==> src/rtl/rca_cfg_defs.svh <==
`ifndef RCA_CFG_DEFS_SVH
`define RCA_CFG_DEFS_SVH

// Fabric dimensions
`define RCA_NUM_RCAS 4
`define RCA_NUM_READ_PORTS 2
`define RCA_NUM_WRITE_PORTS 2

// Grid crossbar with one mux per grid cell input
`define RCA_NUM_GRID_MUXES 16
`define RCA_GRID_MUX_INPUTS 8
`define RCA_GRID_NUM_ROWS 4

// IO unit crossbar with one unit per grid row
`define RCA_IO_MUX_INPUTS 4

// Cycles the crossbars need after a write before the host may go on
`define RCA_SETTLE_CYCLES 3

// Command opcodes
`define RCA_OP_SRC_FB 3'd0
`define RCA_OP_DEST_FB 3'd1
`define RCA_OP_DEST_NFB 3'd2
`define RCA_OP_GRID 3'd3
`define RCA_OP_IO 3'd4
`define RCA_OP_RESULT 3'd5
`define RCA_OP_IO_USE 3'd6
// Non-feedback set has no source addresses so this code is illegal
`define RCA_OP_SRC_NFB 3'd7

`endif

==> src/rtl/rca_cfg_pkg.sv <==
`include "rca_cfg_defs.svh"

package rca_cfg_pkg;

    // Command fields
    typedef logic [2:0] cfg_op_t;
    typedef logic [$clog2(`RCA_NUM_RCAS)-1:0] rca_id_t;
    typedef logic [$clog2(`RCA_NUM_GRID_MUXES)-1:0] cfg_index_t;
    typedef logic [4:0] cfg_value_t;

    // Table entries
    typedef logic [4:0] reg_addr_t;
    typedef logic [$clog2(`RCA_GRID_MUX_INPUTS)-1:0] grid_sel_t;
    typedef logic [$clog2(`RCA_IO_MUX_INPUTS)-1:0] io_sel_t;
    typedef logic [$clog2(`RCA_GRID_NUM_ROWS)-1:0] row_sel_t;
    typedef logic [`RCA_GRID_NUM_ROWS-1:0] row_mask_t;

    // Settle delay counter
    typedef logic [$clog2(`RCA_SETTLE_CYCLES)-1:0] settle_cnt_t;

    typedef enum logic [1:0] {
        LD_IDLE,
        LD_WRITE,
        LD_SETTLE,
        LD_ACK
    } loader_state_t;

endpackage

==> src/rtl/cfg_settle_timer.sv <==
`include "rca_cfg_defs.svh"

module cfg_settle_timer (
    input  logic clk,
    input  logic rst,
    input  logic settle_start,
    output logic settle_done
);

    rca_cfg_pkg::settle_cnt_t cnt;
    logic busy;

    always_ff @(posedge clk) begin
        if (rst) begin
            cnt  <= '0;
            busy <= 1'b0;
        end else if (settle_start) begin
            cnt  <= rca_cfg_pkg::settle_cnt_t'(`RCA_SETTLE_CYCLES - 1);
            busy <= 1'b1;
        end else if (busy) begin
            if (cnt == '0) busy <= 1'b0;
            else cnt <= cnt - 1'b1;
        end
    end

    // Last cycle of the count is the done cycle
    assign settle_done = busy && (cnt == '0);

    // Loader only starts a new settle after the previous one finished
    start_while_busy: assert property (@(posedge clk) disable iff (rst) settle_start |-> !busy)
        else $error("settle_start arrived while the settle timer was running");

endmodule

==> src/rtl/cfg_loader_fsm.sv <==
`include "rca_cfg_defs.svh"

module cfg_loader_fsm (
    input  logic                    clk,
    input  logic                    rst,
    input  logic                    cmd_req,
    input  rca_cfg_pkg::cfg_op_t    cmd_op,
    input  rca_cfg_pkg::rca_id_t    cmd_rca,
    input  rca_cfg_pkg::cfg_index_t cmd_index,
    input  rca_cfg_pkg::cfg_value_t cmd_value,
    input  logic                    settle_done,
    output logic                    cmd_ack,
    output logic                    cmd_err,
    output logic                    settle_start,
    output logic                    src_fb_wr_en,
    output logic                    dest_fb_wr_en,
    output logic                    dest_nfb_wr_en,
    output logic                    grid_wr_en,
    output logic                    io_wr_en,
    output logic                    result_wr_en,
    output logic                    io_use_wr_en,
    output rca_cfg_pkg::rca_id_t    wr_rca,
    output rca_cfg_pkg::cfg_index_t wr_index,
    output rca_cfg_pkg::cfg_value_t wr_value
);

    rca_cfg_pkg::loader_state_t state;
    rca_cfg_pkg::loader_state_t state_next;
    rca_cfg_pkg::cfg_op_t       op_q;
    logic                       accept;
    logic                       in_write;
    logic                       op_illegal;

    assign accept   = (state == rca_cfg_pkg::LD_IDLE) && cmd_req;
    assign in_write = (state == rca_cfg_pkg::LD_WRITE);

    always_ff @(posedge clk) begin
        if (rst) state <= rca_cfg_pkg::LD_IDLE;
        else state <= state_next;
    end

    always_comb begin
        state_next = state;
        case (state)
            rca_cfg_pkg::LD_IDLE:   if (cmd_req) state_next = rca_cfg_pkg::LD_WRITE;
            rca_cfg_pkg::LD_WRITE:  state_next = rca_cfg_pkg::LD_SETTLE;
            rca_cfg_pkg::LD_SETTLE: if (settle_done) state_next = rca_cfg_pkg::LD_ACK;
            // Held here for as long as the host keeps req high
            rca_cfg_pkg::LD_ACK:    if (!cmd_req) state_next = rca_cfg_pkg::LD_IDLE;
            default:                state_next = rca_cfg_pkg::LD_IDLE;
        endcase
    end

    // Command captured once on accept and held for the write
    always_ff @(posedge clk) begin
        if (accept) begin
            op_q     <= cmd_op;
            wr_rca   <= cmd_rca;
            wr_index <= cmd_index;
            wr_value <= cmd_value;
        end
    end

    // Opcode decode into one table enable
    always_comb begin
        src_fb_wr_en   = 1'b0;
        dest_fb_wr_en  = 1'b0;
        dest_nfb_wr_en = 1'b0;
        grid_wr_en     = 1'b0;
        io_wr_en       = 1'b0;
        result_wr_en   = 1'b0;
        io_use_wr_en   = 1'b0;
        op_illegal     = 1'b0;
        case (op_q)
            `RCA_OP_SRC_FB:   src_fb_wr_en   = in_write;
            `RCA_OP_DEST_FB:  dest_fb_wr_en  = in_write;
            `RCA_OP_DEST_NFB: dest_nfb_wr_en = in_write;
            `RCA_OP_GRID:     grid_wr_en     = in_write;
            `RCA_OP_IO:       io_wr_en       = in_write;
            `RCA_OP_RESULT:   result_wr_en   = in_write;
            `RCA_OP_IO_USE:   io_use_wr_en   = in_write;
            default:          op_illegal     = 1'b1;
        endcase
    end

    // Illegal commands still settle so the ack timing never changes
    assign settle_start = in_write;

    always_ff @(posedge clk) begin
        if (rst) begin
            cmd_ack <= 1'b0;
            cmd_err <= 1'b0;
        end else begin
            cmd_ack <= (state == rca_cfg_pkg::LD_ACK) && cmd_req;
            if (accept) cmd_err <= 1'b0;
            else if (in_write) cmd_err <= op_illegal;
        end
    end

    // Ack only follows a finished settle and a request still held by the host
    ack_needs_req: assert property (@(posedge clk) disable iff (rst)
        $rose(cmd_ack) |-> $past(cmd_req) && $past(settle_done, 2))
        else $error("cmd_ack rose without a pending cmd_req after the settle delay");

endmodule

==> src/rtl/rca_config_regs.sv <==
`include "rca_cfg_defs.svh"

module rca_config_regs (
    input  logic                    clk,
    input  logic                    rst,

    // Write side, driven by the loader
    input  logic                    src_fb_wr_en,
    input  logic                    dest_fb_wr_en,
    input  logic                    dest_nfb_wr_en,
    input  logic                    grid_wr_en,
    input  logic                    io_wr_en,
    input  logic                    result_wr_en,
    input  logic                    io_use_wr_en,
    input  rca_cfg_pkg::rca_id_t    wr_rca,
    input  rca_cfg_pkg::cfg_index_t wr_index,
    input  rca_cfg_pkg::cfg_value_t wr_value,

    // Read side, seen by the fabric
    input  rca_cfg_pkg::rca_id_t    rca_sel,
    input  logic                    rca_use_fb_instr,
    input  rca_cfg_pkg::cfg_index_t grid_mux_addr,
    output rca_cfg_pkg::reg_addr_t  rca_cpu_src_reg_addrs [`RCA_NUM_READ_PORTS],
    output rca_cfg_pkg::reg_addr_t  rca_cpu_dest_reg_addrs [`RCA_NUM_WRITE_PORTS],
    output rca_cfg_pkg::grid_sel_t  curr_grid_mux_sel,
    output rca_cfg_pkg::io_sel_t    curr_io_mux_sels [`RCA_GRID_NUM_ROWS],
    output rca_cfg_pkg::row_sel_t   curr_rca_result_mux_sel [`RCA_NUM_WRITE_PORTS],
    output rca_cfg_pkg::row_mask_t  curr_rca_io_inp_use
);

    localparam int RD_PORT_W = $clog2(`RCA_NUM_READ_PORTS);
    localparam int WR_PORT_W = $clog2(`RCA_NUM_WRITE_PORTS);
    localparam int ROW_W     = $clog2(`RCA_GRID_NUM_ROWS);

    rca_cfg_pkg::reg_addr_t  src_addrs   [`RCA_NUM_RCAS][`RCA_NUM_READ_PORTS];
    rca_cfg_pkg::reg_addr_t  dest_fb     [`RCA_NUM_RCAS][`RCA_NUM_WRITE_PORTS];
    rca_cfg_pkg::reg_addr_t  dest_nfb    [`RCA_NUM_RCAS][`RCA_NUM_WRITE_PORTS];
    rca_cfg_pkg::grid_sel_t  grid_sels   [`RCA_NUM_GRID_MUXES];
    rca_cfg_pkg::io_sel_t    io_sels     [`RCA_GRID_NUM_ROWS];
    rca_cfg_pkg::row_sel_t   result_sels [`RCA_NUM_RCAS][`RCA_NUM_WRITE_PORTS];
    rca_cfg_pkg::row_mask_t  io_use      [`RCA_NUM_RCAS];

    // CPU register addresses, source set only exists for feedback
    always_ff @(posedge clk) begin
        if (rst) begin
            src_addrs <= '{default: '0};
            dest_fb   <= '{default: '0};
            dest_nfb  <= '{default: '0};
        end else begin
            if (src_fb_wr_en)
                src_addrs[wr_rca][wr_index[RD_PORT_W-1:0]] <= wr_value;
            if (dest_fb_wr_en)
                dest_fb[wr_rca][wr_index[WR_PORT_W-1:0]] <= wr_value;
            if (dest_nfb_wr_en)
                dest_nfb[wr_rca][wr_index[WR_PORT_W-1:0]] <= wr_value;
        end
    end

    // Grid crossbar selects, full index range
    always_ff @(posedge clk) begin
        if (rst) grid_sels <= '{default: '0};
        else if (grid_wr_en) grid_sels[wr_index] <= rca_cfg_pkg::grid_sel_t'(wr_value);
    end

    // IO unit selects, one per row
    always_ff @(posedge clk) begin
        if (rst) io_sels <= '{default: '0};
        else if (io_wr_en) io_sels[wr_index[ROW_W-1:0]] <= rca_cfg_pkg::io_sel_t'(wr_value);
    end

    // Result crossbar row per accelerator write port
    always_ff @(posedge clk) begin
        if (rst) begin
            result_sels <= '{default: '0};
        end else if (result_wr_en) begin
            result_sels[wr_rca][wr_index[WR_PORT_W-1:0]] <=
                rca_cfg_pkg::row_sel_t'(wr_value);
        end
    end

    // Which IO input units feed each accelerator
    always_ff @(posedge clk) begin
        if (rst) io_use <= '{default: '0};
        else if (io_use_wr_en) io_use[wr_rca] <= rca_cfg_pkg::row_mask_t'(wr_value);
    end

    always_comb begin
        for (int p = 0; p < `RCA_NUM_READ_PORTS; p++) begin
            if (rca_use_fb_instr) rca_cpu_src_reg_addrs[p] = src_addrs[rca_sel][p];
            else rca_cpu_src_reg_addrs[p] = '0;
        end
        for (int p = 0; p < `RCA_NUM_WRITE_PORTS; p++) begin
            if (rca_use_fb_instr) rca_cpu_dest_reg_addrs[p] = dest_fb[rca_sel][p];
            else rca_cpu_dest_reg_addrs[p] = dest_nfb[rca_sel][p];
        end
    end

    assign curr_grid_mux_sel       = grid_sels[grid_mux_addr];
    assign curr_io_mux_sels        = io_sels;
    assign curr_rca_result_mux_sel = result_sels[rca_sel];
    assign curr_rca_io_inp_use     = io_use[rca_sel];

    // Loader decode has to stay one-hot across all tables
    single_table_write: assert property (@(posedge clk) disable iff (rst)
        $onehot0({src_fb_wr_en, dest_fb_wr_en, dest_nfb_wr_en, grid_wr_en,
                  io_wr_en, result_wr_en, io_use_wr_en}))
        else $error("More than one configuration table written in one cycle");

endmodule

==> src/rtl/rca_cfg_top.sv <==
`include "rca_cfg_defs.svh"

module rca_cfg_top (
    input  logic                    clk,
    input  logic                    rst,

    // Host command handshake
    input  logic                    cmd_req,
    input  rca_cfg_pkg::cfg_op_t    cmd_op,
    input  rca_cfg_pkg::rca_id_t    cmd_rca,
    input  rca_cfg_pkg::cfg_index_t cmd_index,
    input  rca_cfg_pkg::cfg_value_t cmd_value,
    output logic                    cmd_ack,
    output logic                    cmd_err,

    // Fabric read side
    input  rca_cfg_pkg::rca_id_t    rca_sel,
    input  logic                    rca_use_fb_instr,
    input  rca_cfg_pkg::cfg_index_t grid_mux_addr,
    output rca_cfg_pkg::reg_addr_t  rca_cpu_src_reg_addrs [`RCA_NUM_READ_PORTS],
    output rca_cfg_pkg::reg_addr_t  rca_cpu_dest_reg_addrs [`RCA_NUM_WRITE_PORTS],
    output rca_cfg_pkg::grid_sel_t  curr_grid_mux_sel,
    output rca_cfg_pkg::io_sel_t    curr_io_mux_sels [`RCA_GRID_NUM_ROWS],
    output rca_cfg_pkg::row_sel_t   curr_rca_result_mux_sel [`RCA_NUM_WRITE_PORTS],
    output rca_cfg_pkg::row_mask_t  curr_rca_io_inp_use
);

    logic                    settle_start;
    logic                    settle_done;
    logic                    src_fb_wr_en;
    logic                    dest_fb_wr_en;
    logic                    dest_nfb_wr_en;
    logic                    grid_wr_en;
    logic                    io_wr_en;
    logic                    result_wr_en;
    logic                    io_use_wr_en;
    rca_cfg_pkg::rca_id_t    wr_rca;
    rca_cfg_pkg::cfg_index_t wr_index;
    rca_cfg_pkg::cfg_value_t wr_value;

    cfg_loader_fsm u_loader (
        .clk, .rst, .cmd_req, .cmd_op, .cmd_rca, .cmd_index, .cmd_value,
        .settle_done, .cmd_ack, .cmd_err, .settle_start,
        .src_fb_wr_en, .dest_fb_wr_en, .dest_nfb_wr_en, .grid_wr_en,
        .io_wr_en, .result_wr_en, .io_use_wr_en, .wr_rca, .wr_index, .wr_value
    );

    cfg_settle_timer u_settle (.clk, .rst, .settle_start, .settle_done);

    rca_config_regs u_regs (
        .clk, .rst,
        .src_fb_wr_en, .dest_fb_wr_en, .dest_nfb_wr_en, .grid_wr_en,
        .io_wr_en, .result_wr_en, .io_use_wr_en, .wr_rca, .wr_index, .wr_value,
        .rca_sel, .rca_use_fb_instr, .grid_mux_addr,
        .rca_cpu_src_reg_addrs, .rca_cpu_dest_reg_addrs, .curr_grid_mux_sel,
        .curr_io_mux_sels, .curr_rca_result_mux_sel, .curr_rca_io_inp_use
    );

endmodule

==> config.mk <==
export PLATFORM = sky130hd
export DESIGN_NAME = rca_cfg_top
export DESIGN_NICKNAME = d
export VERILOG_FILES = /design/src/rtl/rca_cfg_pkg.sv /design/src/rtl/cfg_settle_timer.sv /design/src/rtl/cfg_loader_fsm.sv /design/src/rtl/rca_config_regs.sv /design/src/rtl/rca_cfg_top.sv
export VERILOG_INCLUDE_DIRS = /design/src /design/src/rtl
export SDC_FILE = /design/constraint.sdc
export NUM_CORES = 1
export LEC_CHECK = 0
export BUFFER_PORTS_ARGS = -buffer_cell sky130_fd_sc_hd__buf_2
export CORE_MARGIN = 10
export CORE_UTILIZATION = 45
export CTS_CLUSTER_DIAMETER = 30
export DETAILED_ROUTE_END_ITERATION = 16
export PLACE_DENSITY_LB_ADDON = 0.05
export SETUP_SLACK_MARGIN = 0.5
export SYNTH_ARGS = -nofsm -noshare
export SYNTH_HDL_FRONTEND = slang
export SYNTH_SLANG_ARGS = --single-unit
export TNS_END_PERCENT = 1
==> constraint.sdc <==
create_clock -name clk -period 5 [get_ports clk]
set_input_delay 0.5 -clock clk [delete_from_list [all_inputs] [get_ports clk]]
set_output_delay 0.5 -clock clk [all_outputs]
set_load 0.05 [all_outputs]
## Word level (Yosys, flattened, before mapping)

Cells that the tools add are included.

- Output and inout port bits: 41
- Flip-flop bits (word level): 229
- Logic and storage cells: 175
- Input bits: 24

- Mux-type cells: 61
- Equal/unequal tests: 13
- Bitwise logic cells: 7
- Reductions and logical operators: 17
- Order comparisons: 10
- Add/subtract/negate cells: 1

Operator list:

| kind | number |
|---|---|
| $bwmux 40 | 3 |
| $mux 10 | 7 |
| $bmux 10 s2 | 3 |
| $bwmux 48 | 1 |
| $bwmux 16 | 2 |
| $mux 5 | 5 |
| $mux 4 | 6 |
| $demux 10 s2 | 1 |
| $bmux 4 s2 | 2 |
| $demux 4 s2 | 2 |
| $mux 2 | 8 |
| $bmux 3 s4 | 1 |
| $demux 3 s4 | 1 |
| $mux 1 | 11 |
| $ge 5x5->1 const B | 2 |
| $not 4->5 | 2 |
| $eq 3x3->1 const B | 3 |
| $ge 3x3->1 const B | 3 |
| $mux 3 | 3 |
| $not 2->3 | 3 |
| $bwmux 8 | 1 |
| $ne 2x2->1 const B | 4 |
| $pmux 2 s4 | 1 |
| $logic_and 1x1->1 | 7 |
| other kinds (21) | 27 |

## Longest topological paths before layout

- Depth in word-level cells: 8
- Depth in mapped cells: 8
- Gate-level depth less buffers: 6

## Hierarchy

From an unflattened synthesis, not the netlist that was laid out.

- Cell total of the unflattened synthesis: 981
- Area, all modules: 10375.0 µm²

By module, submodules not included:

| module | area an instance (µm²) | sequential area each (µm²) | cells an instance | times used |
|---|---|---|---|---|
| rca_config_regs | 9536.6 | 4164.0 | 918 | 1 |
| cfg_loader_fsm | 719.4 | 500.5 | 50 | 1 |
| cfg_settle_timer | 118.9 | 60.1 | 13 | 1 |

## Worst setup path after synthesis

OpenSTA, ideal clock, no wires.

- Path kind: input -> output
- Start: input port rca_sel[0]
- End: output port rca_cpu_src_reg_addrs[2] in the netlist's numbering
- Stages: 4
- Path slack: 2554 ps
- Arrival time: 1946 ps
- Buffers on the path: 2
- Required time: 4500 ps
- Path through: buf_2 buf_2 mux4_2 and2_1

RTL lines:

| item | RTL line | RTL |
|---|---|---|
| from (decl) | rca_cfg_top.sv:17 | `input rca_cfg_pkg::rca_id_t rca_sel,` |
| to (decl) | rca_cfg_top.sv:20 | `` output rca_cfg_pkg::reg_addr_t rca_cpu_src_reg_addrs [`RCA_NUM_READ_PORTS], `` |

==> out/summary.json <==
{
  "run_status": {
    "result_of_the_run": "complete, no violations"
  },
  "yosys": {
    "yosysSeqAreaShare_pct": 46.14,
    "mappedNetlistArea_um2": 10240,
    "synth_enable_flop_cells": 14,
    "yosysWarningCount": 0,
    "ys_types": 46,
    "synthesis.instances": 1016,
    "ys_async_sr_fraction_pct": 0,
    "synth_largest_type_area_fraction_pct": 42.04,
    "syn-mean-instance-area_um2": 10.08,
    "synthMostInstantiatedCell": "sky130_fd_sc_hd__dfxtp_1",
    "synth_fp_nets": 1044,
    "synth.area.top_cells": "sky130_fd_sc_hd__dfxtp_1, sky130_fd_sc_hd__mux2i_1, sky130_fd_sc_hd__mux4_2, sky130_fd_sc_hd__nor2_1, sky130_fd_sc_hd__edfxtp_1",
    "post_synth_most_frequent_cells": "sky130_fd_sc_hd__dfxtp_1, sky130_fd_sc_hd__nor2_1, sky130_fd_sc_hd__mux2i_1, sky130_fd_sc_hd__nand2_1, sky130_fd_sc_hd__a21oi_1",
    "synthDominantAreaCellType": "sky130_fd_sc_hd__dfxtp_1",
    "most_frequently_used_flop_master_after_synthesis": "sky130_fd_sc_hd__dfxtp_1",
    "postSynthRegisterBits": 229
  },
  "grt": {
    "overflow": 0,
    "global_route_wire_length_before_repair_um": 41920,
    "grt_use_total_pct": 17.81,
    "antenna_found_initial": 0,
    "grt_pass1_vias": 7583,
    "largest_net_degree_at_the_start_of_global_routing": 127
  },
  "cts": {
    "cts.sinks": 229,
    "root_buffer": "sky130_fd_sc_hd__clkbuf_16",
    "cts_hold_buf": 0,
    "tritoncts_clock_tree": "done",
    "cts.repair.resized": 0,
    "cts_made_buffers": 59,
    "htreeDepth": 2,
    "cts-root-to-sink-buffers": 3,
    "cts.reportedPaths.clkPinSlew_ns": 0.04,
    "post-cts-setup-buffers": 0,
    "clock_insertion_delay_worst_skew_ns": 0.55
  },
  "worst_setup_path": {
    "worst-setup-path-type": "primary input to output port",
    "path_max_fanout": 38,
    "worstPathRequired_ns": 4.50,
    "ff2ff_path_depth": 4,
    "worst-endpoint-arrival_ns": 2.46,
    "critical_path.endpoint_type": "output port",
    "worst_setup_path_start_kind": "primary input"
  },
  "die": {
    "die_w_um": 170.8,
    "fp.coreArea_um2": 22500,
    "initial_core_util_pct": 45.50,
    "fp.dieH_um": 170.8,
    "design.die.area_um2": 29190,
    "std_cell_rows": 55,
    "boundaryPins": 65
  },
  "pwr": {
    "power.ir.vdd_worst_mv": 0.3104,
    "power.static_leakage_nw": 4.776,
    "power_density_nw_per_um2": 500.7
  },
  "timing": {
    "tns_ns": 0,
    "finalClockSkew_ns": 0.01184,
    "max-slew-margin-rel_pct": 24.41,
    "tightestPinTransition_ns": 1.134,
    "fmaxAchievable_ghz": 0.3380,
    "hold_viol_final": 0,
    "final_number_of_setup_violating_endpoints": 0,
    "min_period_over_period_pct": 59.16,
    "period_minus_slack_ns": 2.958,
    "slew_viol_final": 0,
    "grt_setup_unrepaired": "no"
  },
  "placement": {
    "placement.io_buffers": 64,
    "gp_routability_congestion": 0.7292,
    "place_hpwl_um": 15620,
    "placedInstanceArea_um2": 10680
  },
  "detailed_routing": {
    "ant_nets": 0,
    "route.final.wire_length_um": 25590,
    "post_drt_via_cell_ratio": 5.382,
    "per_cell_routed_wire_length_um": 18.36,
    "drc_errors_left": 0,
    "firstDrtPassIters": 4,
    "dr_total_vias": 7502,
    "detail_route.iter0.violations": 456
  },
  "final_layout": {
    "areaGrowthSynthToFinish_pct": 24.37,
    "drive_above_1_share_pct": 25.16,
    "final_core_util_pct": 56.59,
    "final_cell_area_um2": 12730,
    "n_diodes": 0,
    "design.final.nets": 1089
  },
  "worst_hold_path": {
    "min-delay-path-class": "primary input to flop",
    "worstHoldPathCells": 1
  },
  "job": {
    "reported_max_cap_violation_count": 0
  }
}
## stage by stage
stage	cells	setup WS, ns	power [mW]	hold slack, ns
after floorplan	1016	2.554	2.406	0.4331
after global placement	1285	2.027	2.585	0.4408
after detailed placement	1285	2.005	2.589	0.4451
after CTS	1394	1.999	6.444	0.1102
after global routing	1394	1.917	6.615	0.1101
final	1394	2.042	6.376	0.1299
## critical path, stage by stage
cell	delay, ns
sky130_fd_sc_hd__buf_2	0.84
sky130_fd_sc_hd__mux4_2	0.62
sky130_fd_sc_hd__mux2_2	0.28
sky130_fd_sc_hd__buf_2	0.21
## state kept, by name (all words and copies together), names as in the netlist, 2 cells and up
signal / count
u_settle.cnt: 2
u_regs.result_sels: 16
u_regs.dest_fb: 40
u_loader.wr_rca: 2
u_loader.state: 2
u_regs.curr_io_mux_sels: 8
u_loader.wr_value: 5
u_regs.grid_sels: 48
u_regs.dest_nfb: 40
u_loader.op_q: 3
u_regs.io_use: 16
u_loader.wr_index: 4
u_regs.src_addrs: 40
## path summary, 6_finish.rpt
| check | start | end | slack, ns |
|---|---|---|---|
| worst max-delay path | rca_sel[1] | rca_cpu_dest_reg_addrs[4] | 2.04 |
| worst min-delay path | cmd_value[3] | u_loader.wr_value[3]$_DFFE_PP_ | 0.13 |
| worst max register to register | u_loader.op_q[2]$_DFFE_PP_ | u_regs.grid_sels[34]$_SDFFE_PP0P_ | 2.22 |
| worst min register to register | u_regs.result_sels[7]$_SDFFE_PP0P_ | u_regs.result_sels[7]$_SDFFE_PP0P_ | 0.45 |
## area by class of cell
type | count | area (µm²)
Clock inverter | 37 | 434.2
Fill cell | 1955 | 9769
Inverter | 4 | 15.01
Tap cell | 285 | 356.6
Multi-Input combinational cell | 687 | 5139
Sequential cell | 229 | 4725
Clock buffer | 72 | 1618
Timing Repair Buffer | 80 | 446.7
## placed cells by master (no fill, tap or decap), drive strengths merged, types with 5 or more instances in the layout
master,n
dfxtp,215
nor2,153
mux2i,131
nand2,103
a21oi,81
buf,80
nand3,77
clkbuf,72
mux4,50
clkinv,22
edfxtp,14
and2,11
nor3,11
mux2,10
o21ai,10
bufinv,8
nor3b,6
inv,6
or4,5
clkinvlp,5
nand3b,5
## logic make-up after synthesis
logic type	after synthesis	synth area share, %
adder cells (fa/ha/maj)	4	0.4888
AND/OR/NAND/NOR	395	19.32
flip-flops	229	46.14
multiplexers	191	24.91
AO/OA/AOI/OAI	97	4.900
buffers and inverters	100	4.240
## metal layers
| layer | global-route usage [%] | vias up | part of all wire [%] |
|---|---|---|---|
| li1 | - | 3686 | - |
| met1 | 24.01 | 3601 | 47 |
| met2 | 27.98 | 172 | 46 |
| met3 | 4.009 | 43 | 5.3 |
| met4 | 5.293 | 0 | 1.8 |
| met5 | 0 | - | 0 |
## report_power, final
part           switching (mW)  leakage [nW]  internal, mW
combinational           0.379          1.91         0.164
sequential             0.0914          1.86          1.91
clock                    1.14          1.00          2.69
(Power assumes the default switching activity.)
